## src/common/video_timing_pkg.sv

```systemverilog
`default_nettype none

package video_timing_pkg;

	////////////////////
	// 640x480 at 60 Hz geometry
	////////////////////

	// Horizontal sections, in pixel clocks
	localparam int h_active = 640;
	localparam int h_front  = 16;
	localparam int h_pulse  = 96;
	localparam int h_back   = 48;
	localparam int h_total  = h_active + h_front + h_pulse + h_back;

	// Vertical sections, in lines
	localparam int v_active = 480;
	localparam int v_front  = 10;
	localparam int v_pulse  = 2;
	localparam int v_back   = 33;
	localparam int v_total  = v_active + v_front + v_pulse + v_back;

	// Scan coordinate, wide enough for 799
	typedef logic [9:0] coord_t;

	// Porch/sync section of one axis
	typedef enum logic [1:0] {
		st_active,
		st_front,
		st_pulse,
		st_back
	} section_t;

	// Position on screen plus visible flag
	typedef struct packed {
		coord_t x;
		coord_t y;
		logic   active;
	} scan_pos_t;

	// Color as rrr_ggg_bb
	typedef logic [7:0] pixel_t;

	// What leaves the chip for the DAC
	typedef struct packed {
		logic       hsync;
		logic       vsync;
		logic       blank_n;
		logic [7:0] red;
		logic [7:0] green;
		logic [7:0] blue;
	} vga_out_t;

	////////////////////
	// Picture content
	////////////////////

	// Quadrant fills
	localparam pixel_t color_top_left     = 8'b111_000_00;
	localparam pixel_t color_bottom_left  = 8'b000_111_00;
	localparam pixel_t color_top_right    = 8'b000_000_11;
	localparam pixel_t color_bottom_right = 8'b111_111_00;
	localparam pixel_t color_white        = 8'b111_111_11;

	// Outline rectangle
	localparam coord_t border_x0 = 10'd100;
	localparam coord_t border_x1 = 10'd540;
	localparam coord_t border_y0 = 10'd100;
	localparam coord_t border_y1 = 10'd380;

endpackage

`default_nettype wire

```

## src/hw/vga/vga_pixel_out.sv

```systemverilog
`timescale 1ns/1ps
`default_nettype none

module vga_pixel_out
	import video_timing_pkg::*;
(
	input  logic      M10k_pll,
	input  logic      reset,
	input  scan_pos_t scan,
	input  logic      hsync,
	input  logic      vsync,
	input  pixel_t    pixel,
	output vga_out_t  vga
);

	// Scan and syncs one cycle late, lined up with RAM data
	scan_pos_t scan_d;
	logic      hsync_d;
	logic      vsync_d;
	// Pixel lies on the outline
	logic      on_border;
	// Color after overlay
	pixel_t    color;

	////////////////////
	// Align with memory
	////////////////////

	always_ff @(posedge M10k_pll) begin
		if (reset) begin
			scan_d  <= '0;
			hsync_d <= 1'b1;
			vsync_d <= 1'b1;
		end else begin
			scan_d  <= scan;
			hsync_d <= hsync;
			vsync_d <= vsync;
		end
	end

	// Outline overlay
	always_comb begin
		on_border = (scan_d.x == border_x0) || (scan_d.x == border_x1) ||
			(scan_d.y == border_y0) || (scan_d.y == border_y1);
		color = on_border ? color_white : pixel;
	end

	////////////////////
	// Output register
	////////////////////

	always_ff @(posedge M10k_pll) begin
		if (reset) begin
			vga <= '{hsync: 1'b1, vsync: 1'b1, default: '0};
		end else begin
			vga.hsync   <= hsync_d;
			vga.vsync   <= vsync_d;
			vga.blank_n <= scan_d.active;
			// 3-3-2 into the top of each channel, black in blanking
			if (scan_d.active) begin
				vga.red   <= {color[7:5], 5'd0};
				vga.green <= {color[4:2], 5'd0};
				vga.blue  <= {color[1:0], 6'd0};
			end else begin
				vga.red   <= '0;
				vga.green <= '0;
				vga.blue  <= '0;
			end
		end
	end

endmodule

`default_nettype wire

```

## config.mk

```make
export PLATFORM = sky130hd
export DESIGN_NAME = vga_pixel_out
export DESIGN_NICKNAME = d
export VERILOG_FILES = /design/src/common/video_timing_pkg.sv /design/src/hw/vga/vga_pixel_out.sv
export SDC_FILE = /design/constraint.sdc
export NUM_CORES = 1
export LEC_CHECK = 0
export ABC_CLOCK_PERIOD_IN_PS = 2500
export BUFFER_PORTS_ARGS = -buffer_cell sky130_fd_sc_hd__buf_2
export CAP_MARGIN = 30
export CORE_MARGIN = 2
export CORE_UTILIZATION = 46
export DETAILED_ROUTE_END_ITERATION = 10
export PLACE_DENSITY_LB_ADDON = 0.2
export SYNTH_ARGS = -nofsm -noshare
export SYNTH_HDL_FRONTEND = slang
export SYNTH_SLANG_ARGS = --single-unit
```

## constraint.sdc

```tcl
create_clock -name M10k_pll -period 2.5 [get_ports M10k_pll]
set_clock_uncertainty 0.1 [all_clocks]
set_input_delay 0.5 -clock M10k_pll [delete_from_list [all_inputs] [get_ports M10k_pll]]
set_output_delay 0.5 -clock M10k_pll [all_outputs]
set_load 0.05 [all_outputs]
```

Word-level counts from Yosys, hierarchy flattened:

Cells that the tools add are included.

* register bits after elaboration: 50
* ROM bits: 0
* input bits: 33
* bits in writable memories: 0
* memories kept: 0
* bits in latches: 0

* bitwise logic cells: 1
* divide/modulo/power cells: 0
* reductions and logical operators: 4
* multiply operators: 0
* shifts and indexed selects: 0
* $add $sub $neg: 0
* equality and inequality tests: 4
* order comparisons: 0
* muxes and demuxes: 1

Operators by type and width (number)
* 10-bit by 7-bit == test with 1-bit output, second input constant: 2
* 10-bit == test, second input constant: 1
* 10-bit by 9-bit == test with 1-bit output, second input constant: 1
* 8-bit 2-to-1 mux: 1
* 1-bit logical OR: 3
* 2-bit OR reduction: 1
* 1-bit NOT: 1

Logic depth before layout (Yosys ltp):

* word-level depth: 5
* mapped depth: 4
* depth with buffers taken out: 4

Least setup slack after synthesis:

Ideal clock, no wire load.

* path kind: register to output
* from: register vga[13] in the netlist's numbering
* to: output vga[13] in the netlist's numbering
* stages on the path, launching flop included: 1
* data arrival time: 0.587 ns
* slack: 1.313 ns
* cell sequence: dfxtp_1

RTL lines
* from (decl): RTL line vga_pixel_out.sv:13 `output vga_out_t vga`

No word-level cell between the ends.

Final worst setup path:

* from: register vga[22] in the netlist's numbering
* to: output vga[22] in the netlist's numbering

No word-level cell between the ends.

==> results.sh <==
export IMPL_status="finished, final reports clean"
export IMPL_routabilityCongestion=0.639
export IMPL_final_hold_viol_count=0
export IMPL_synthDistinctLibCells=16
export IMPL_synth_yosys_seq_area_share=0.600
export IMPL_grt_ovfl_total=0
export IMPL_synthAdderAreaFrac=0
export IMPL_cpMaxStageDelayCell="dfxtp_1"
export IMPL_synth_commonest_cells="34 x dfxtp_1, 23 x nor2b_1, 16 x buf_4, 8 x o21a_1, 4 x or2_2"
export IMPL_worstPathArrival_ns=0.89
export IMPL_whs_ns=0.266
export IMPL_slew_limit_headroom=0.660
export IMPL_cp_num_buf_inv=1
export IMPL_rsz0062_at_grt="no"
export IMPL_cts_hold_buf=0
export IMPL_drc_errors=0
export IMPL_yosys_area_share_simple=0.203
export IMPL_finalWirelength_mm=1.61
export IMPL_cap_violations=0
export IMPL_worstRegToRegCells=4
export IMPL_path_class="reg2out"
export IMPL_whs_path_depth=2
export IMPL_synth_compound_area_frac=0.0684
export IMPL_wire_per_inst_um=9.33
export IMPL_antenna_found_initial=0
export IMPL_fin_crit_ns=1.49
export IMPL_num_vias=742
export IMPL_grt_usage=0.137
export IMPL_core_area_um2=2280
export IMPL_tightestPinTransition_ns=0.508
export IMPL_cts_max_path_buffers=2
export IMPL_finalSetupTns_ns=0
export IMPL_initial_core_util=0.498
export IMPL_postSynthAreaPerCell_um2=11.5
export IMPL_total_power_w=0.000961
export IMPL_dr_pass1_iters=2
export IMPL_fin_nets=178
export IMPL_htree_levels=2
export IMPL_multiInputGateArea_um2=378
export IMPL_path_clk_slew_ns=0.08
export IMPL_vdd_drop_max_mv=0.419
export IMPL_synth_edf_count=0
export IMPL_dpl_cell_area_um2=1310
export IMPL_cts_tree="yes"
export IMPL_fin_area_um2=1350
export IMPL_cpPeakStageDelay_ns=0.32
export IMPL_rows=17
export IMPL_grt_pass1_wl_mm=2.61
export IMPL_post_synth_main_area_contributors="dfxtp_1 60%, nor2b_1 13%, buf_4 11%, o21a_1 5.3%, and4bb_2 2.2%"
export IMPL_cp_max_fo=1
export IMPL_r2r_end="vga[22]$_SDFF_PP0_"
export IMPL_synth_xor_area_share=0
export IMPL_max_freq_mhz=671
export IMPL_fin_ws_ns=1.01
export IMPL_synth_top_area_share=0.600
export IMPL_area_growth_syn_to_layout_pct=19.4
export IMPL_crit_family="flip-flops"
export IMPL_preCtsSetupSlack_ns=0.913
export IMPL_die_area_um2=2880
export IMPL_clkLatencyLatePin_ns=0.32
export IMPL_ant_nets=0
export IMPL_timing_rr_start="scan_d[9]$_SDFF_PP0_"
export IMPL_numPortBuffers=43
export IMPL_critPathLaunchType="register"
export IMPL_synth_top_cell_by_area="dfxtp_1"
export IMPL_grt_max_degree=27
export IMPL_cts_setup_buffers=0
export IMPL_post_cts_resized=0
export IMPL_cts_made_buffers=5
export IMPL_die_x_um=53.6
export IMPL_endpoint_kind="output pin"
export IMPL_num_io_pins=60
export IMPL_power_leakage_nw=0.641
export IMPL_synthMuxAreaShare=0.00883
export IMPL_yosys_most_used_dff="dfxtp_1"
export IMPL_r2r_slack_ns=1.20
export IMPL_path_depth=1
export IMPL_viasPerCell=4.29
export IMPL_netlist_area_um2=1130
export IMPL_cts_root_buf="clkbuf_4"
export IMPL_antenna_cells=0
export IMPL_fillers=205
export IMPL_worstPathRequired_ns=1.90
export IMPL_dp_final_hpwl_mm=1.25
export IMPL_async_flop_share=0
export IMPL_holdCritStartpoint="hsync"
export IMPL_synth_top_family_by_area="simple AND/OR/NAND/NOR gates"
export IMPL_synth_most_common_cell="dfxtp_1"
export IMPL_die_h_um=53.6
export IMPL_ys_warn_count=0
export IMPL_syn_inst=99
export IMPL_ys_ff_latch=34
export IMPL_slew_viol_final=0
export IMPL_finalCritPeriodShare=0.596
export IMPL_setup_viol=0
export IMPL_crit_chain="buf_2"
export IMPL_p_per_area_nw_per_um2=710
export IMPL_seqCellArea_um2=681
export IMPL_holdCritPathClass="in2reg"
export IMPL_drtIter0Drc=3
export IMPL_post_route_cells_drive_above_1_share=0.386
export IMPL_holdPathEnd="hsync_d$_SDFF_PP1_"
export IMPL_grt_pass1_vias=684
export IMPL_clock_sinks=34
==> where the power goes <==
group | switching [W] | total [W] | internal, W
logic | 0.0000921 | 0.000130 | 0.0000378
registers | 0.00000702 | 0.000573 | 0.000566
clock network | 0.000152 | 0.000258 | 0.000106
==> state kept, by name, indices dropped and copies added (netlist names) <==
signal / count
scan_d: 21
vga: 11
hsync_d: 1
vsync_d: 1
==> layout make-up <==
cell class,instances,area share
clock buffer,7,0.0333
multi-input combinational,61,0.279
sequential,34,0.503
tap,28,0.0259
timing repair buffer,43,0.159
==> placed cells by master, fill, tap and decap left out <==
cell type  Yosys  final
nor3_1         1      1
mux2i_1        1      1
or2_2          4      4
o21a_1         8      8
dfxtp_1       34     34
and4bb_2       2      2
conb_1         1     16
buf_2          0     43
nand2_1        1      1
and3_1         1      1
clkbuf_4       0      5
o2111ai_1      1      1
nor2b_1       23     23
nor4_2         1      1
o21ai_2        1      1
clkbuf_1       3      2
nor4b_1        1      1
==> cells by family after synthesis <==
group / after synthesis
compound gates: 10
buf+inv: 19
flops: 34
mux: 1
other cells: 1
simple gates: 34
==> worst max-delay path by stage <==
stage	start	to	slack (ns)
2_1_floorplan	vga[13]$_SDFF_PP0_	vga[13]	1.31
3_3_place_gp	reset	vga[22]$_SDFF_PP0_	0.96
3_5_place_dp	reset	vga[22]$_SDFF_PP0_	0.91
4_1_cts	vga[22]$_SDFF_PP0_	vga[22]	0.97
5_1_grt	vga[23]$_SDFF_PP0_	vga[23]	0.95
6_report	vga[22]$_SDFF_PP0_	vga[22]	1.01
==> worst reg2reg max path, cell delays in order, from the launching register on <==
cell	delay [ns]
dfxtp_1	0.31
and3_1	0.18
o2111ai_1	0.24
o21ai_2	0.16
o21a_1	0.20
==> metrics by stage <==
stage	utilization	std cells
2_1_floorplan	-	114
3_3_place_gp	0.575	166
3_5_place_dp	0.575	166
4_1_cts	0.595	173
5_1_grt	0.595	173
6_report	0.595	173
==> per-layer routing <==
metal / vias up / global-route usage / routed length (um)
li1: 376 / - / -
met1: 320 / 0.126 / 609
met3: 5 / 0.0750 / 198
met2: 41 / 0.233 / 776
met5: - / 0 / 0
met4: 0 / 0.0897 / 29
No activity file was read; power rests on OpenSTA's default activity.
