===== config.mk =====
export PLATFORM = sky130hd
export DESIGN_NAME = vga_timing
export DESIGN_NICKNAME = d
export VERILOG_FILES = /design/src/common/video_timing_pkg.sv /design/src/hw/vga/vga_timing.sv
export SDC_FILE = /design/constraint.sdc
export NUM_CORES = 1
export LEC_CHECK = 0
export BUFFER_PORTS_ARGS = -buffer_cell sky130_fd_sc_hd__buf_2
export CAP_MARGIN = 10
export CORE_UTILIZATION = 40
export DETAILED_ROUTE_END_ITERATION = 7
export PLACE_DENSITY = 0.71
export SETUP_SLACK_MARGIN = 0.2
export SLEW_MARGIN = 5
export SYNTH_ARGS = -nofsm -noshare
export SYNTH_HDL_FRONTEND = slang
export SYNTH_SLANG_ARGS = --single-unit

===== constraint.sdc =====
create_clock -name M10k_pll -period 7.74 [get_ports M10k_pll]
set_input_delay 0.387 -clock M10k_pll [delete_from_list [all_inputs] [get_ports M10k_pll]]
set_output_delay 0.387 -clock M10k_pll [all_outputs]
set_load 0.02 [all_outputs]

===== src/common/video_timing_pkg.sv =====
`default_nettype none

package video_timing_pkg;

	////////////////////
	// 640x480 at 60 Hz geometry
	////////////////////

	// Horizontal sections, in pixel clocks
	localparam int h_active = 640;
	localparam int h_front  = 16;
	localparam int h_pulse  = 96;
	localparam int h_back   = 48;
	localparam int h_total  = h_active + h_front + h_pulse + h_back;

	// Vertical sections, in lines
	localparam int v_active = 480;
	localparam int v_front  = 10;
	localparam int v_pulse  = 2;
	localparam int v_back   = 33;
	localparam int v_total  = v_active + v_front + v_pulse + v_back;

	// Scan coordinate, wide enough for 799
	typedef logic [9:0] coord_t;

	// Porch/sync section of one axis
	typedef enum logic [1:0] {
		st_active,
		st_front,
		st_pulse,
		st_back
	} section_t;

	// Position on screen plus visible flag
	typedef struct packed {
		coord_t x;
		coord_t y;
		logic   active;
	} scan_pos_t;

	// Color as rrr_ggg_bb
	typedef logic [7:0] pixel_t;

	// What leaves the chip for the DAC
	typedef struct packed {
		logic       hsync;
		logic       vsync;
		logic       blank_n;
		logic [7:0] red;
		logic [7:0] green;
		logic [7:0] blue;
	} vga_out_t;

	////////////////////
	// Picture content
	////////////////////

	// Quadrant fills
	localparam pixel_t color_top_left     = 8'b111_000_00;
	localparam pixel_t color_bottom_left  = 8'b000_111_00;
	localparam pixel_t color_top_right    = 8'b000_000_11;
	localparam pixel_t color_bottom_right = 8'b111_111_00;
	localparam pixel_t color_white        = 8'b111_111_11;

	// Outline rectangle
	localparam coord_t border_x0 = 10'd100;
	localparam coord_t border_x1 = 10'd540;
	localparam coord_t border_y0 = 10'd100;
	localparam coord_t border_y1 = 10'd380;

endpackage

`default_nettype wire


===== src/hw/vga/vga_timing.sv =====
`timescale 1ns/1ps
`default_nettype none

module vga_timing
	import video_timing_pkg::*;
(
	input  logic      M10k_pll,
	input  logic      reset,
	output scan_pos_t scan,
	output logic      hsync,
	output logic      vsync
);

	// Horizontal machine
	section_t h_state;
	coord_t   h_count;
	// Vertical machine
	section_t v_state;
	coord_t   v_count;
	// Last clock of the back porch, next clock starts a new line
	logic     line_done;

	// Last count of each horizontal section
	function automatic coord_t h_last(input section_t st);
		case (st)
			st_active: h_last = coord_t'(h_active - 1);
			st_front:  h_last = coord_t'(h_front - 1);
			st_pulse:  h_last = coord_t'(h_pulse - 1);
			default:   h_last = coord_t'(h_back - 1);
		endcase
	endfunction

	// Last line of each vertical section
	function automatic coord_t v_last(input section_t st);
		case (st)
			st_active: v_last = coord_t'(v_active - 1);
			st_front:  v_last = coord_t'(v_front - 1);
			st_pulse:  v_last = coord_t'(v_pulse - 1);
			default:   v_last = coord_t'(v_back - 1);
		endcase
	endfunction

	// Section order, same on both axes
	function automatic section_t next_section(input section_t st);
		case (st)
			st_active: next_section = st_front;
			st_front:  next_section = st_pulse;
			st_pulse:  next_section = st_back;
			default:   next_section = st_active;
		endcase
	endfunction

	assign line_done = (h_state == st_back) && (h_count == h_last(st_back));

	////////////////////
	// Horizontal
	////////////////////

	always_ff @(posedge M10k_pll) begin
		if (reset) begin
			h_state <= st_active;
			h_count <= '0;
		end else if (h_count == h_last(h_state)) begin
			// Counter restarts in every section
			h_count <= '0;
			h_state <= next_section(h_state);
		end else begin
			h_count <= h_count + 1'b1;
		end
	end

	////////////////////
	// Vertical
	////////////////////

	// Steps only at end of line, in step with x going back to 0
	always_ff @(posedge M10k_pll) begin
		if (reset) begin
			v_state <= st_active;
			v_count <= '0;
		end else if (line_done) begin
			if (v_count == v_last(v_state)) begin
				v_count <= '0;
				v_state <= next_section(v_state);
			end else begin
				v_count <= v_count + 1'b1;
			end
		end
	end

	// Outputs straight from state, aligned with the counters
	always_comb begin
		scan.x      = (h_state == st_active) ? h_count : '0;
		scan.y      = (v_state == st_active) ? v_count : '0;
		scan.active = (h_state == st_active) && (v_state == st_active);
	end

	// Syncs are active low
	assign hsync = (h_state != st_pulse);
	assign vsync = (v_state != st_pulse);

endmodule

`default_nettype wire


# After elaboration in Yosys (flattened, before gate mapping)
# Cells that the tools add are included.
[totals] out_inout_bits=23 inputBits=2 register_bits=24 wordCells=32
[op_classes] eq_ne=10 reduce_logical=6 addsub=2 n_mux=10
[ops] op="2-to-1 mux 10 bit" count=6
[ops] op="case mux 10 bit (3 select lines)" count=1
[ops] op="case mux 9 bit (3 select lines)" count=1
[ops] op="adder 10 x 1 -> 10 bit, second input constant" count=2
[ops] op="== test 10 bit" count=2
[ops] op="case mux 2 bit (3 select lines)" count=2
[ops] op="== test 10 x 6 -> 1 bit, second input constant" count=1
[ops] op="== test 2 bit, second input constant" count=3
[ops] op="== test 2 x 1 -> 1 bit, second input constant" count=2
[ops] op="logical NOT 2 bit" count=2
[ops] op="inequality test 2 bit, second input constant" count=2
[ops] op="logical AND 1 bit" count=2
[ops] op="AND reduction 2 bit" count=1
[ops] op="OR reduction 2 bit" count=1

# Depth between registers and ports, before layout
[logic_depth] word_depth=6 ltp_mapped=7 mapped_depth_nobuf=7

# Least setup slack after synthesis
# No wires, ideal clock.
[synth_timing] kind="flip-flop to flip-flop" start="register v_state[0]" end="register v_count[0]" path_slack_ns=5.248 t_arrival_ns=2.355 setup_time_ns=0.136 required_time_ns=7.604 path_stages_with_launch=8 path_buffers=0 synth_period_minus_slack_ns=2.492 path_cell_list="dfxtp_1 > inv_1 > ha_1 > ha_1 > or4_1 > a221o_1 > o41ai_4 > nor2_1"
[synth_via] elab_chain_len=6 word_cells_on_any_way=8 cone_classes="eq/ne (3); mux (4); reduce/logical (1)"
[synth_rtl] item="start: declaration" line_no="vga_timing.sv:18" source="section_t v_state;"
[synth_rtl] item="start signal: assignment" line_no="vga_timing.sv:79" source="v_state <= st_active;"
[synth_rtl] item="start signal: assignment" line_no="vga_timing.sv:84" source="v_state <= next_section(v_state);"
[synth_rtl] item="== test 2 bit (tied with other cells)" line_no="vga_timing.sv:35" source="case (st)"
[synth_rtl] item="case mux 9 bit (3 select lines) *" line_no="vga_timing.sv:35"
[synth_rtl] item="2-to-1 mux 10 bit *" line_no="vga_timing.sv:81" source="end else if (line_done) begin"
[synth_rtl] item="2-to-1 mux 10 bit *" line_no="vga_timing.sv:78" source="if (reset) begin"
[synth_rtl] item="== test 10 bit *" line_no="vga_timing.sv:82" source="if (v_count == v_last(v_state)) begin"
[synth_rtl] item="2-to-1 mux 10 bit *" line_no="vga_timing.sv:82"
[synth_rtl] item="end signal: assignment" line_no="vga_timing.sv:86" source="v_count <= v_count + 1'b1;"
[synth_rtl] item="end: declaration" line_no="vga_timing.sv:19" source="coord_t v_count;"
# Mark *: on every way between the ends. The rest lies on a longest branch, timed or not. The select of a mux whose other input is x is not followed.
# A chain may end at the register's enable or synchronous reset.

# Final worst setup path
# Ends and elaborated chain as after synthesis.

==> out/results.ini <==
[drt]
antenna_left=0
first_pass_iters=4
met1Wirelength_mm=1.42
drc=0
dr_wl_met2_mm=1.42
drt_iter0_drc=62
wl_mm=3.01
top_layer=met4
dr_total_vias=1246
drt-wirelength-per-cell_um=12.6
wl_met3_um=135
vias_per_cell=5.21

[cts]
postCtsSetupBuffers=0
hold_buffers=0
clock_path_buffers=2
clk_pin_slew_ns=0.09
clk_latency_ns=0.27
clock_sinks=24
cts_made_buffers=3
cts_max_level=1
cts_resized=0
root_buffer=clkbuf_8
cts_tree=built

[grt]
grt_pass1_vias=1157
antenna_found_initial=0
grt_pass1_wl_mm=5.38
overflow=0
track_usage_pct=16.9
grt_max_degree=15

[synthesis]
ys_seq_area_share_pct=31.7
ys_types=44
synth_flop_cell=dfxtp_1
syn_inst=168
async_flop_share_pct=0
synth_top_cell_area_share_pct=31.7
syn-cell-area_mm2=0.00151
synth_seq_cells=24
synth_nets=186
yosysWarnings=0
yosys.area.top_type=dfxtp_1
post-synth-top-count-cell=dfxtp_1
synth_area_leaders=dfxtp_1 (32%), ha_1 (13%), and2_1 (5.8%)
avgSynthCellArea_um2=9.01
netlist_top_cells_count=dfxtp_1 (24), ha_1 (16), and2_1 (14), nor2_1 (14), inv_1 (11)
synth-edff-count=0

[critical_path]
cp_common_cell=ha_1
criticalPathCategory=reg -> reg
critPathTopFamily=compound AO/OA/AOI/OAI gates
cp.arrival_ns=2.91
start_kind=register
path_cells=inv_1 -> ha_1 -> ha_1 -> or4_1 -> a221o_1 -> o41ai_4 -> nor2_1
worstPathMaxFanout=14
crit_path_top_delay_cell=or4_1
critPathCaptureType=register
cpPeakStageDelay_ns=0.50
required_ns=7.88
critical_path_buf_inv_count=1

[floorplanning]
placementRows=21
ioPinCount=25
die_y_um=63.5
core_area_mm2=0.00347
initial_utilization_pct=43.7
die_area_mm2=0.00403
die_w_um=63.5

[cells_and_area]
final_nets=212
fillers=346
area_delta_synth_final_pct=15.5
drive_gt1_share_pct=18.7
ff_latch_area_um2=480
stdcell_count=239
multiInputGateArea_um2=978
num_antenna_cells=0

[sta]
fin_ws_ns=4.96
report.final.slew_viol_count=0
setup_viol=0
period_share_pct=35.9
max_freq_ghz=0.360
skew_ns=0.00714
tightest_slew_ns=0.589
rsz0062_at_grt=false
fin_tns_setup_ns=0
period_minus_slack_ns=2.78
slew_headroom_pct=60.6
finalHoldViolCount=0

[power]
total_leakage_power_nw=0.712
vdd_drop_max_uv=98.8
power.density_mw_per_mm2=140

[place]
port-buffer-count=24
dp_slack_ns=4.97
post-place-cells=235
hpwl_mm=2.35
gp_congestion=0.766

[flow_run]
max_cap_violations=0

[run_status]
status=complete, no violations

[hold_path]
hold_class=in -> reg

==> metrics by stage <==
| step | hold slack, ns | util [%] | cell area (um2) | power, mW |
|---|---|---|---|---|
| global placement | 0.460 | 48.4 | 1680 | 0.139 |
| CTS | 0.336 | 50.4 | 1750 | 0.247 |
| global route | 0.337 | 50.4 | 1750 | 0.253 |
| finish | 0.350 | 50.4 | 1750 | 0.244 |
| floorplan | 0.434 | - | 1510 | 0.135 |
| detailed placement | 0.469 | 48.4 | 1680 | 0.139 |
==> worst reg2reg max path, delay by kind of cell, from the launching register on <==
kind | cells | cell delay (ns)
DFF | 1 | 0.35
buffers and inverters | 1 | 0.08
and+or+nand+nor | 2 | 0.60
adders and majority gates | 2 | 0.78
AOI/OAI and AO/OA | 2 | 0.83
==> layout make-up <==
class                           count  share of cell area [%]
Multi-Input combinational cell    130                    55.9
Sequential cell                    24                    27.5
Timing Repair Buffer               24                    6.87
Tap cell                           46                    3.29
Clock buffer                        3                    2.36
Inverter                           11                    2.36
Clock inverter                      1                    1.72
==> logic make-up (layout without fill, tap and decap cells) <==
| logic type | count (synthesis) | after routing | share of synthesized area [%] |
|---|---|---|---|
| AOI/OAI and AO/OA | 26 | 26 | 12.9 |
| buffers and inverters | 14 | 39 | 3.64 |
| adders and majority gates | 16 | 16 | 13.2 |
| xor gates and xnor gates | 11 | 11 | 6.36 |
| DFF | 24 | 24 | 31.7 |
| muxes | 3 | 3 | 1.98 |
| and+or+nand+nor | 74 | 74 | 30.2 |
==> placed cells by master (no fill, tap or decap), types with 2 or more instances in the layout <==
master,Yosys,final
or3b_1,3,3
xor2_1,7,7
nor2_1,14,14
a21oi_1,9,9
and3_1,3,3
and2_1,14,14
dfxtp_1,24,24
o21ai_0,5,5
mux2i_1,3,3
nand2_1,9,9
and4_1,3,3
xnor2_1,4,4
or3_1,5,5
nand4_1,2,2
o41ai_1,2,2
clkbuf_8,0,3
ha_1,16,16
buf_2,2,24
inv_1,11,11
nand3_1,7,7
==> path summary, 6_finish.rpt <==
path / startpoint / to / slack, ns / cells past startpoint
setup / recovery: v_state[0] / v_count[0] / 4.96 / 7
hold / removal: reset / h_state[1] / 0.35 / 2
setup reg to reg: v_state[0] / v_count[0] / 4.96 / 7
hold reg to reg: h_count[0] / h_count[0] / 0.49 / 1
==> flip-flops by register name (all words and copies together) (netlist names) <==
| signal | count |
|---|---|
| h_count | 10 |
| h_state | 2 |
| v_state | 2 |
| v_count | 10 |
==> report_power, final <==
part           switching (mW)  internal (mW)
combinational         0.00603        0.00357
sequential            0.00138          0.125
clock                  0.0394         0.0691
total                  0.0468          0.197
==> per-layer routing <==
layer	GRT usage, %	vias up
met5	0	-
met4	4.26	0
met3	3.80	4
met2	29.1	28
met1	20.8	573
li1	-	641
Note: power is estimated with default switching activity, not from simulation.
