## src/common/video_timing_pkg.sv

```systemverilog
`default_nettype none

package video_timing_pkg;

	////////////////////
	// 640x480 at 60 Hz geometry
	////////////////////

	// Horizontal sections, in pixel clocks
	localparam int h_active = 640;
	localparam int h_front  = 16;
	localparam int h_pulse  = 96;
	localparam int h_back   = 48;
	localparam int h_total  = h_active + h_front + h_pulse + h_back;

	// Vertical sections, in lines
	localparam int v_active = 480;
	localparam int v_front  = 10;
	localparam int v_pulse  = 2;
	localparam int v_back   = 33;
	localparam int v_total  = v_active + v_front + v_pulse + v_back;

	// Scan coordinate, wide enough for 799
	typedef logic [9:0] coord_t;

	// Porch/sync section of one axis
	typedef enum logic [1:0] {
		st_active,
		st_front,
		st_pulse,
		st_back
	} section_t;

	// Position on screen plus visible flag
	typedef struct packed {
		coord_t x;
		coord_t y;
		logic   active;
	} scan_pos_t;

	// Color as rrr_ggg_bb
	typedef logic [7:0] pixel_t;

	// What leaves the chip for the DAC
	typedef struct packed {
		logic       hsync;
		logic       vsync;
		logic       blank_n;
		logic [7:0] red;
		logic [7:0] green;
		logic [7:0] blue;
	} vga_out_t;

	////////////////////
	// Picture content
	////////////////////

	// Quadrant fills
	localparam pixel_t color_top_left     = 8'b111_000_00;
	localparam pixel_t color_bottom_left  = 8'b000_111_00;
	localparam pixel_t color_top_right    = 8'b000_000_11;
	localparam pixel_t color_bottom_right = 8'b111_111_00;
	localparam pixel_t color_white        = 8'b111_111_11;

	// Outline rectangle
	localparam coord_t border_x0 = 10'd100;
	localparam coord_t border_x1 = 10'd540;
	localparam coord_t border_y0 = 10'd100;
	localparam coord_t border_y1 = 10'd380;

endpackage

`default_nettype wire

```

## src/common/fb_bus_pkg.sv

```systemverilog
`default_nettype none

package fb_bus_pkg;

	import video_timing_pkg::*;

	// One byte per visible pixel
	localparam int fb_depth = 307200;

	// Linear address, y * 640 + x
	typedef logic [18:0] fb_addr_t;

	////////////////////
	// Wishbone classic, write only
	////////////////////

	// Master to slave
	typedef struct packed {
		logic     cyc;
		logic     stb;
		logic     we;
		fb_addr_t adr;
		pixel_t   dat;
	} wb_req_t;

	// Slave to master
	// Only ack, nothing is ever read back
	typedef struct packed {
		logic ack;
	} wb_rsp_t;

endpackage

`default_nettype wire

```

## src/hw/checker_writer.sv

```systemverilog
`timescale 1ns/1ps
`default_nettype none

module checker_writer
	import video_timing_pkg::*, fb_bus_pkg::*;
(
	input  logic    M10k_pll,
	input  logic    reset,
	output wb_req_t wb_req,
	input  wb_rsp_t wb_rsp
);

	// Sweep position of the pixel being written
	coord_t x;
	coord_t y;
	// Bus cycle open, stays up once out of reset
	logic   cyc;
	// Fill for the current position
	pixel_t color;

	// Quadrant select
	always_comb begin
		if (x < coord_t'(h_active / 2)) begin
			color = (y < coord_t'(v_active / 2)) ? color_top_left : color_bottom_left;
		end else begin
			color = (y < coord_t'(v_active / 2)) ? color_top_right : color_bottom_right;
		end
	end

	////////////////////
	// Bus drive
	////////////////////

	// Address and data only move on ack, so they stay steady while waiting
	assign wb_req.cyc = cyc;
	assign wb_req.we  = cyc;
	assign wb_req.adr = fb_addr_t'(y) * fb_addr_t'(h_active) + fb_addr_t'(x);
	assign wb_req.dat = color;
	// Strobe drops in the ack cycle
	// This is the one idle cycle between writes, two cycles per pixel
	// A late ack just leaves the strobe up
	assign wb_req.stb = cyc & ~wb_rsp.ack;

	////////////////////
	// Sweep counters
	////////////////////

	always_ff @(posedge M10k_pll) begin
		if (reset) begin
			cyc <= 1'b0;
			x   <= '0;
			y   <= '0;
		end else begin
			cyc <= 1'b1;
			// Step to next pixel once the write is taken
			if (cyc && wb_rsp.ack) begin
				if (x == coord_t'(h_active - 1)) begin
					x <= '0;
					// End of frame wraps back to the top
					y <= (y == coord_t'(v_active - 1)) ? '0 : y + 1'b1;
				end else begin
					x <= x + 1'b1;
				end
			end
		end
	end

endmodule

`default_nettype wire

```

## config.mk

```make
export PLATFORM = sky130hd
export DESIGN_NAME = checker_writer
export DESIGN_NICKNAME = d
export VERILOG_FILES = /design/src/common/video_timing_pkg.sv /design/src/common/fb_bus_pkg.sv /design/src/hw/checker_writer.sv
export SDC_FILE = /design/constraint.sdc
export NUM_CORES = 1
export LEC_CHECK = 0
export BUFFER_PORTS_ARGS = -buffer_cell sky130_fd_sc_hd__buf_2
export CAP_MARGIN = 20
export CORE_ASPECT_RATIO = 0.9
export CORE_MARGIN = 1.5
export CORE_UTILIZATION = 56
export DETAILED_ROUTE_END_ITERATION = 6
export GPL_TIMING_DRIVEN = 0
export PLACE_DENSITY = 0.92
export SLEW_MARGIN = 20
export SYNTH_ARGS = -nofsm -noshare
export SYNTH_HDL_FRONTEND = slang
export SYNTH_SLANG_ARGS = --single-unit
```

## constraint.sdc

```tcl
create_clock -name M10k_pll -period 3.45 [get_ports M10k_pll]
set_input_delay 0.345 -clock M10k_pll [delete_from_list [all_inputs] [get_ports M10k_pll]]
set_output_delay 0.345 -clock M10k_pll [all_outputs]
set_load 0.005 [all_outputs]
```

; Yosys cells after proc, flatten, opt, wreduce, memory -nomap -nowiden
; Cells that the tools add are included.
; Widths: inputs -> output; s select.
[word_totals]
regBits = 21
inputBits = 3
output_inout_bits = 30
wordCells = 21
[classes]
n_addsub = 3
mul = 1
magnitude_cmp = 2
eq_ne = 2
mux = 6
n_bitwise = 2
n_reduce_logical = 2
[ops]
columns = cell, count
row1 = $mux 8, 3
row2 = $add 10x1->10 const B, 2
row3 = $mux 10, 2
row4 = $add 19x10->19, 1
row5 = $mul 10x3->12 const B, 1
row6 = $eq 10x10->1 const B, 1
row7 = $eq 10x9->1 const B, 1
row8 = $lt 10x8->1 const B, 1
row9 = $lt 10x9->1 const B, 1
row10 = $reduce_and 2->1, 1
row11 = $and 1x1->1, 1
row12 = $logic_and 1x1->1, 1
row13 = $mux 1, 1
row14 = $not 1->1, 1

; Depth between registers and ports, before layout
[logic_depth]
depth_word = 3
ltp_mapped = 9
ltp_nobuf = 9

; Worst setup path before layout
; OpenSTA, ideal clock, no wires.
[synth_timing]
kind = register -> output
from = register y[1]
to = output wb_req[24] in the netlist's numbering
t_arrival_ns = 2.617
required_time_ns = 3.105
path_slack_ns = 0.488
path_stages_with_launch = 10
path_buffers = 0
path_cell_list = dfxtp_1 ha_1 ha_1 fa_1 xnor2_1 a2111oi_2 o211ai_2 nor3b_2 mux2i_1 xnor2_1
[synth_lines]
columns = element, line_no
row1 = from (decl), checker_writer.sv:15  ; coord_t y;
row2 = from (signal assigned), checker_writer.sv:60  ; y <= (y == coord_t'(v_active - 1)) ? '0 : y + 1'b1;
row3 = to (decl), checker_writer.sv:9  ; output wb_req_t wb_req,

==> run summary <==
The switching share of power was 0.220. The later pin in the worst-skew pair is clocked with a latency of 0.30 ns. The total overflow left after global routing is 0. Worst path setup slack after routing: 0.0968 ns.

When the netlist entered floorplanning its net count stood at 247. The internal portion of the total power is 0.298 mW. The worst setup path is of the reg -> out kind. The tightest slew margin relative to the limit was 0.587. The tools report the row count as 19. Number of cells traversed by the worst hold path: 2.

In this run the power density over the cells is 175 nW/µm². In this run the deepest clock path goes through 2 buffers. For the filler-free cell count of the finished design, the log shows 304. For the worst setup path, the data required time is 3.11 ns.

The worst setup path is captured at a primary output. 33 I/O pins were placed. The number of DRC violations after detailed routing was 0. In this run the power spent charging and discharging nets is 0.0840 mW. The final design utilization was 0.711; the width of the die was 62.9 µm. The run gives 4.18 mm as the overall routed net length.

The CTS clock-pin slew for the worst setup and hold paths came out at 0.11 ns. After synthesis, the cell types taking the most area are sky130_fd_sc_hd__dfxtp_1 23%, sky130_fd_sc_hd__ha_1 15%, sky130_fd_sc_hd__xnor2_1 11%. Derived from the worst setup path, the maximum achievable clock frequency is 298 MHz. Dividing the detail-routed via count by the number of cells gives 5.53. After detailed routing, the average wire length per cell comes to 13.8 µm. The global placement routability congestion is 0.844, and the count of antenna-violating nets left after detailed routing is 0.

The number of antenna violations at the first check in global routing is 0. TritonCTS built the clock tree. The share of power burned in combinational logic came out at 0.050.

For this run, the number of Yosys warnings is 0. The logs give 1680 for the via total after detailed routing and 21 for the clock sink count. The area share of the leading cell type in the synthesized netlist is 0.233, and the area after detailed placement is 2020 µm².

The worst register-to-register path ends at y[3]$_SDFFE_PP0P_. The tree is rooted in a sky130_fd_sc_hd__clkbuf_4. The run gives 0.177 ns as the setup slack after placement. The final-stage net count is 290, and the vertical die dimension is 56.9 µm. After detailed placement, the design holds a cell count of 294.

The run gives 3 as the clock buffer count from CTS. The share of cells above drive strength 1 is 0.282. After routing, the total negative slack on setup checks comes to 0 ns. Entering global routing, the biggest net connects 12 pins. For the post-route worst hold slack, the log shows 0.254 ns. The total of max-cap violations came out at 0. The number of port buffers is 32.

The part of the Yosys area used for sequential elements was 0.233; the sequential fraction of design power was 0.646. The run finished with clean final reports. The analysis attributes to cell leakage a power of 0.956 nW. The synthesized instance count came out at 220.

The flip-flop and latch count after synthesis was 21; the first-pass GRT wire length was 6.43 mm. The tools report the end point of the worst hold path as cyc$_DFF_P_. The detailed router finished its first iteration with 89 violations. 0 antenna diodes ended up in the layout. The area of the die is 3580 µm². The number of different library cells used by synthesis comes to 38.

For the worst setup path, the data arrival time is 3.01 ns. The share of the clock period used by the worst path after layout is 0.972, and the total power is 0.382 mW. After legalization and detailed placement, the total HPWL measured 2.92 mm. The part of the total power dissipated in the clock network is 0.304. Of all cell types, the one taking the most synthesized area is sky130_fd_sc_hd__dfxtp_1. In this run, post-CTS hold repair placed 0 buffers. The core region is 3070 µm². Dividing the synthesized area by the synthesized cell count gives 8.22 µm².

The tools report the hold path startpoint as reset. The worst voltage drop across the vdd grid is 0.195 mV, and the layout overhead on the synthesized area is 20.6%. The CTS H-tree depth is 1, and the largest fanout on the critical path is 4.

Setup violations remaining at the end of the flow were counted as 0. For the overall routing resource usage, the log shows 0.225. The count of endpoints failing hold in the final timing report is 0. The run gives 0.590 as the starting density of the core. The tools report the count of final max-slew check failures as 0. With fillers left out, the area of the finished cells amounts to 2180 µm².

Number of global-route vias before repair: 1485. Measured in cells, the most critical reg-to-reg path has a length of 6. Origin of the critical flop-to-flop path: x[0]$_SDFFE_PP0P_. The final worst clock skew is 0.00791 ns. The minimum period implied by the final worst setup slack is 3.35 ns. The setup check on the worst reg-to-reg path leaves a slack of 1.23 ns.

The worst-margin pin slew came out at 0.611 ns. In this run the cell area of the synthesized design comes to 1810 µm². The path class of the tightest hold or removal check is in -> reg. The pre-antenna-repair detailed-routing pass consisted of 4 iterations. Startpoint kind of the worst setup timing path: a flip-flop.
[registers in the layout, summed over array words and instances, names as in the netlist]
| name | count |
|---|---|
| x | 10 |
| y | 10 |
| cyc | 1 |
[how the worst max path moves through the flow]
stage | start | end
floorplan | y[1]$_SDFFE_PP0P_ | wb_req[24]
global placement | y[1]$_SDFFE_PP0P_ | wb_req[24]
detailed placement | y[1]$_SDFFE_PP0P_ | wb_req[24]
CTS | y[1]$_SDFFE_PP0P_ | wb_req[24]
global route | y[3]$_SDFFE_PP0P_ | wb_req[24]
finish | y[1]$_SDFFE_PP0P_ | wb_req[24]
[timing repair]
item / in CTS / in global routing
resized for setup: 8 / 10
endpoints found under the setup margin: 2 / 4
buffers inserted: 3 / 3
gates cloned: 0 / 0
pin swaps: 5 / 7
[cells by family after synthesis]
family	Yosys count	share of synthesized area
AOI/OAI and AO/OA	37	0.133
xor gates and xnor gates	28	0.136
adders and majority gates	24	0.174
buffers and inverters	27	0.0851
DFF	21	0.233
muxes	3	0.0166
and+or+nand+nor	80	0.223
[cell usage after synthesis]
cell type	number
sky130_fd_sc_hd__nand4_1	5
sky130_fd_sc_hd__o21ai_1	5
sky130_fd_sc_hd__o21ai_0	5
sky130_fd_sc_hd__or3b_1	1
sky130_fd_sc_hd__ha_1	22
sky130_fd_sc_hd__clkbuf_1	2
sky130_fd_sc_hd__a41oi_1	1
sky130_fd_sc_hd__dfxtp_1	21
sky130_fd_sc_hd__xnor2_1	22
sky130_fd_sc_hd__a32oi_1	1
sky130_fd_sc_hd__nand2_1	15
sky130_fd_sc_hd__nor4b_1	1
sky130_fd_sc_hd__nand3_1	10
sky130_fd_sc_hd__fa_1	2
sky130_fd_sc_hd__or2_1	1
sky130_fd_sc_hd__nor2_1	28
sky130_fd_sc_hd__buf_4	14
sky130_fd_sc_hd__nor4_1	1
sky130_fd_sc_hd__nor3_1	1
sky130_fd_sc_hd__nor3_2	1
sky130_fd_sc_hd__inv_1	11
sky130_fd_sc_hd__nand2b_1	3
sky130_fd_sc_hd__nor2b_1	2
sky130_fd_sc_hd__or3_1	6
sky130_fd_sc_hd__nor3b_2	1
sky130_fd_sc_hd__o22ai_1	1
sky130_fd_sc_hd__a21oi_1	14
sky130_fd_sc_hd__a311oi_1	1
sky130_fd_sc_hd__a21o_1	4
sky130_fd_sc_hd__a211oi_1	2
sky130_fd_sc_hd__nor4_2	1
sky130_fd_sc_hd__a2111oi_2	2
sky130_fd_sc_hd__xor2_1	6
sky130_fd_sc_hd__and2_1	1
sky130_fd_sc_hd__mux2i_1	3
sky130_fd_sc_hd__and4_1	1
sky130_fd_sc_hd__and3_1	1
sky130_fd_sc_hd__o211ai_2	1
[cell type report]
class,instances,area [µm²]
buffer,16,113
multi-input combinational,172,1310
sequential,21,429
fill,214,887
inverter,11,41.3
timing repair buffer,38,205
tap,42,52.6
clock buffer,4,26.3
[layout by cell type, fill, tap and decap left out, types with 3 or more instances in the layout]
cell type	n
sky130_fd_sc_hd__mux2i_1	3
sky130_fd_sc_hd__nand2b_1	3
sky130_fd_sc_hd__buf_4	20
sky130_fd_sc_hd__inv_1	11
sky130_fd_sc_hd__nand4_1	5
sky130_fd_sc_hd__a21oi_1	14
sky130_fd_sc_hd__o21ai_0	5
sky130_fd_sc_hd__a21o_1	4
sky130_fd_sc_hd__ha_1	20
sky130_fd_sc_hd__dfxtp_2	4
sky130_fd_sc_hd__or3_1	6
sky130_fd_sc_hd__o21ai_1	4
sky130_fd_sc_hd__xnor2_1	21
sky130_fd_sc_hd__clkbuf_4	3
sky130_fd_sc_hd__nand3_1	9
sky130_fd_sc_hd__xor2_1	6
sky130_fd_sc_hd__buf_2	32
sky130_fd_sc_hd__dfxtp_1	16
sky130_fd_sc_hd__clkbuf_1	3
sky130_fd_sc_hd__nor2_1	28
sky130_fd_sc_hd__nand2_1	14
[worst max-delay path: stages (launching register included)]
cell and delay (ns):
sky130_fd_sc_hd__dfxtp_4 0.36, sky130_fd_sc_hd__ha_1 0.33, sky130_fd_sc_hd__ha_4 0.18, sky130_fd_sc_hd__fa_2 0.40, sky130_fd_sc_hd__xnor2_4 0.20, sky130_fd_sc_hd__a2111oi_4 0.34, sky130_fd_sc_hd__o211ai_2 0.17, sky130_fd_sc_hd__nor3b_2 0.24
sky130_fd_sc_hd__mux2i_1 0.24, sky130_fd_sc_hd__xnor2_1 0.13, sky130_fd_sc_hd__buf_2 0.12
[power by group through the flow]
| stage | clock network (mW) | logic [mW] | registers [mW] |
|---|---|---|---|
| floorplan | 0 | 0.0115 | 0.252 |
| global placement | 0 | 0.0179 | 0.253 |
| detailed placement | 0 | 0.0184 | 0.253 |
| CTS | 0.119 | 0.0185 | 0.247 |
| global route | 0.131 | 0.0205 | 0.247 |
| finish | 0.116 | 0.0190 | 0.247 |
[metal layers]
| layer | part of all wire | global-route usage | vias up |
|---|---|---|---|
| met5 | 0 | 0 | - |
| met4 | 0.027 | 0.0476 | 0 |
| met3 | 0.035 | 0.0421 | 15 |
| met2 | 0.50 | 0.410 | 44 |
| met1 | 0.44 | 0.275 | 776 |
| li1 | - | - | 845 |
Power figures use the tool's default switching activity.
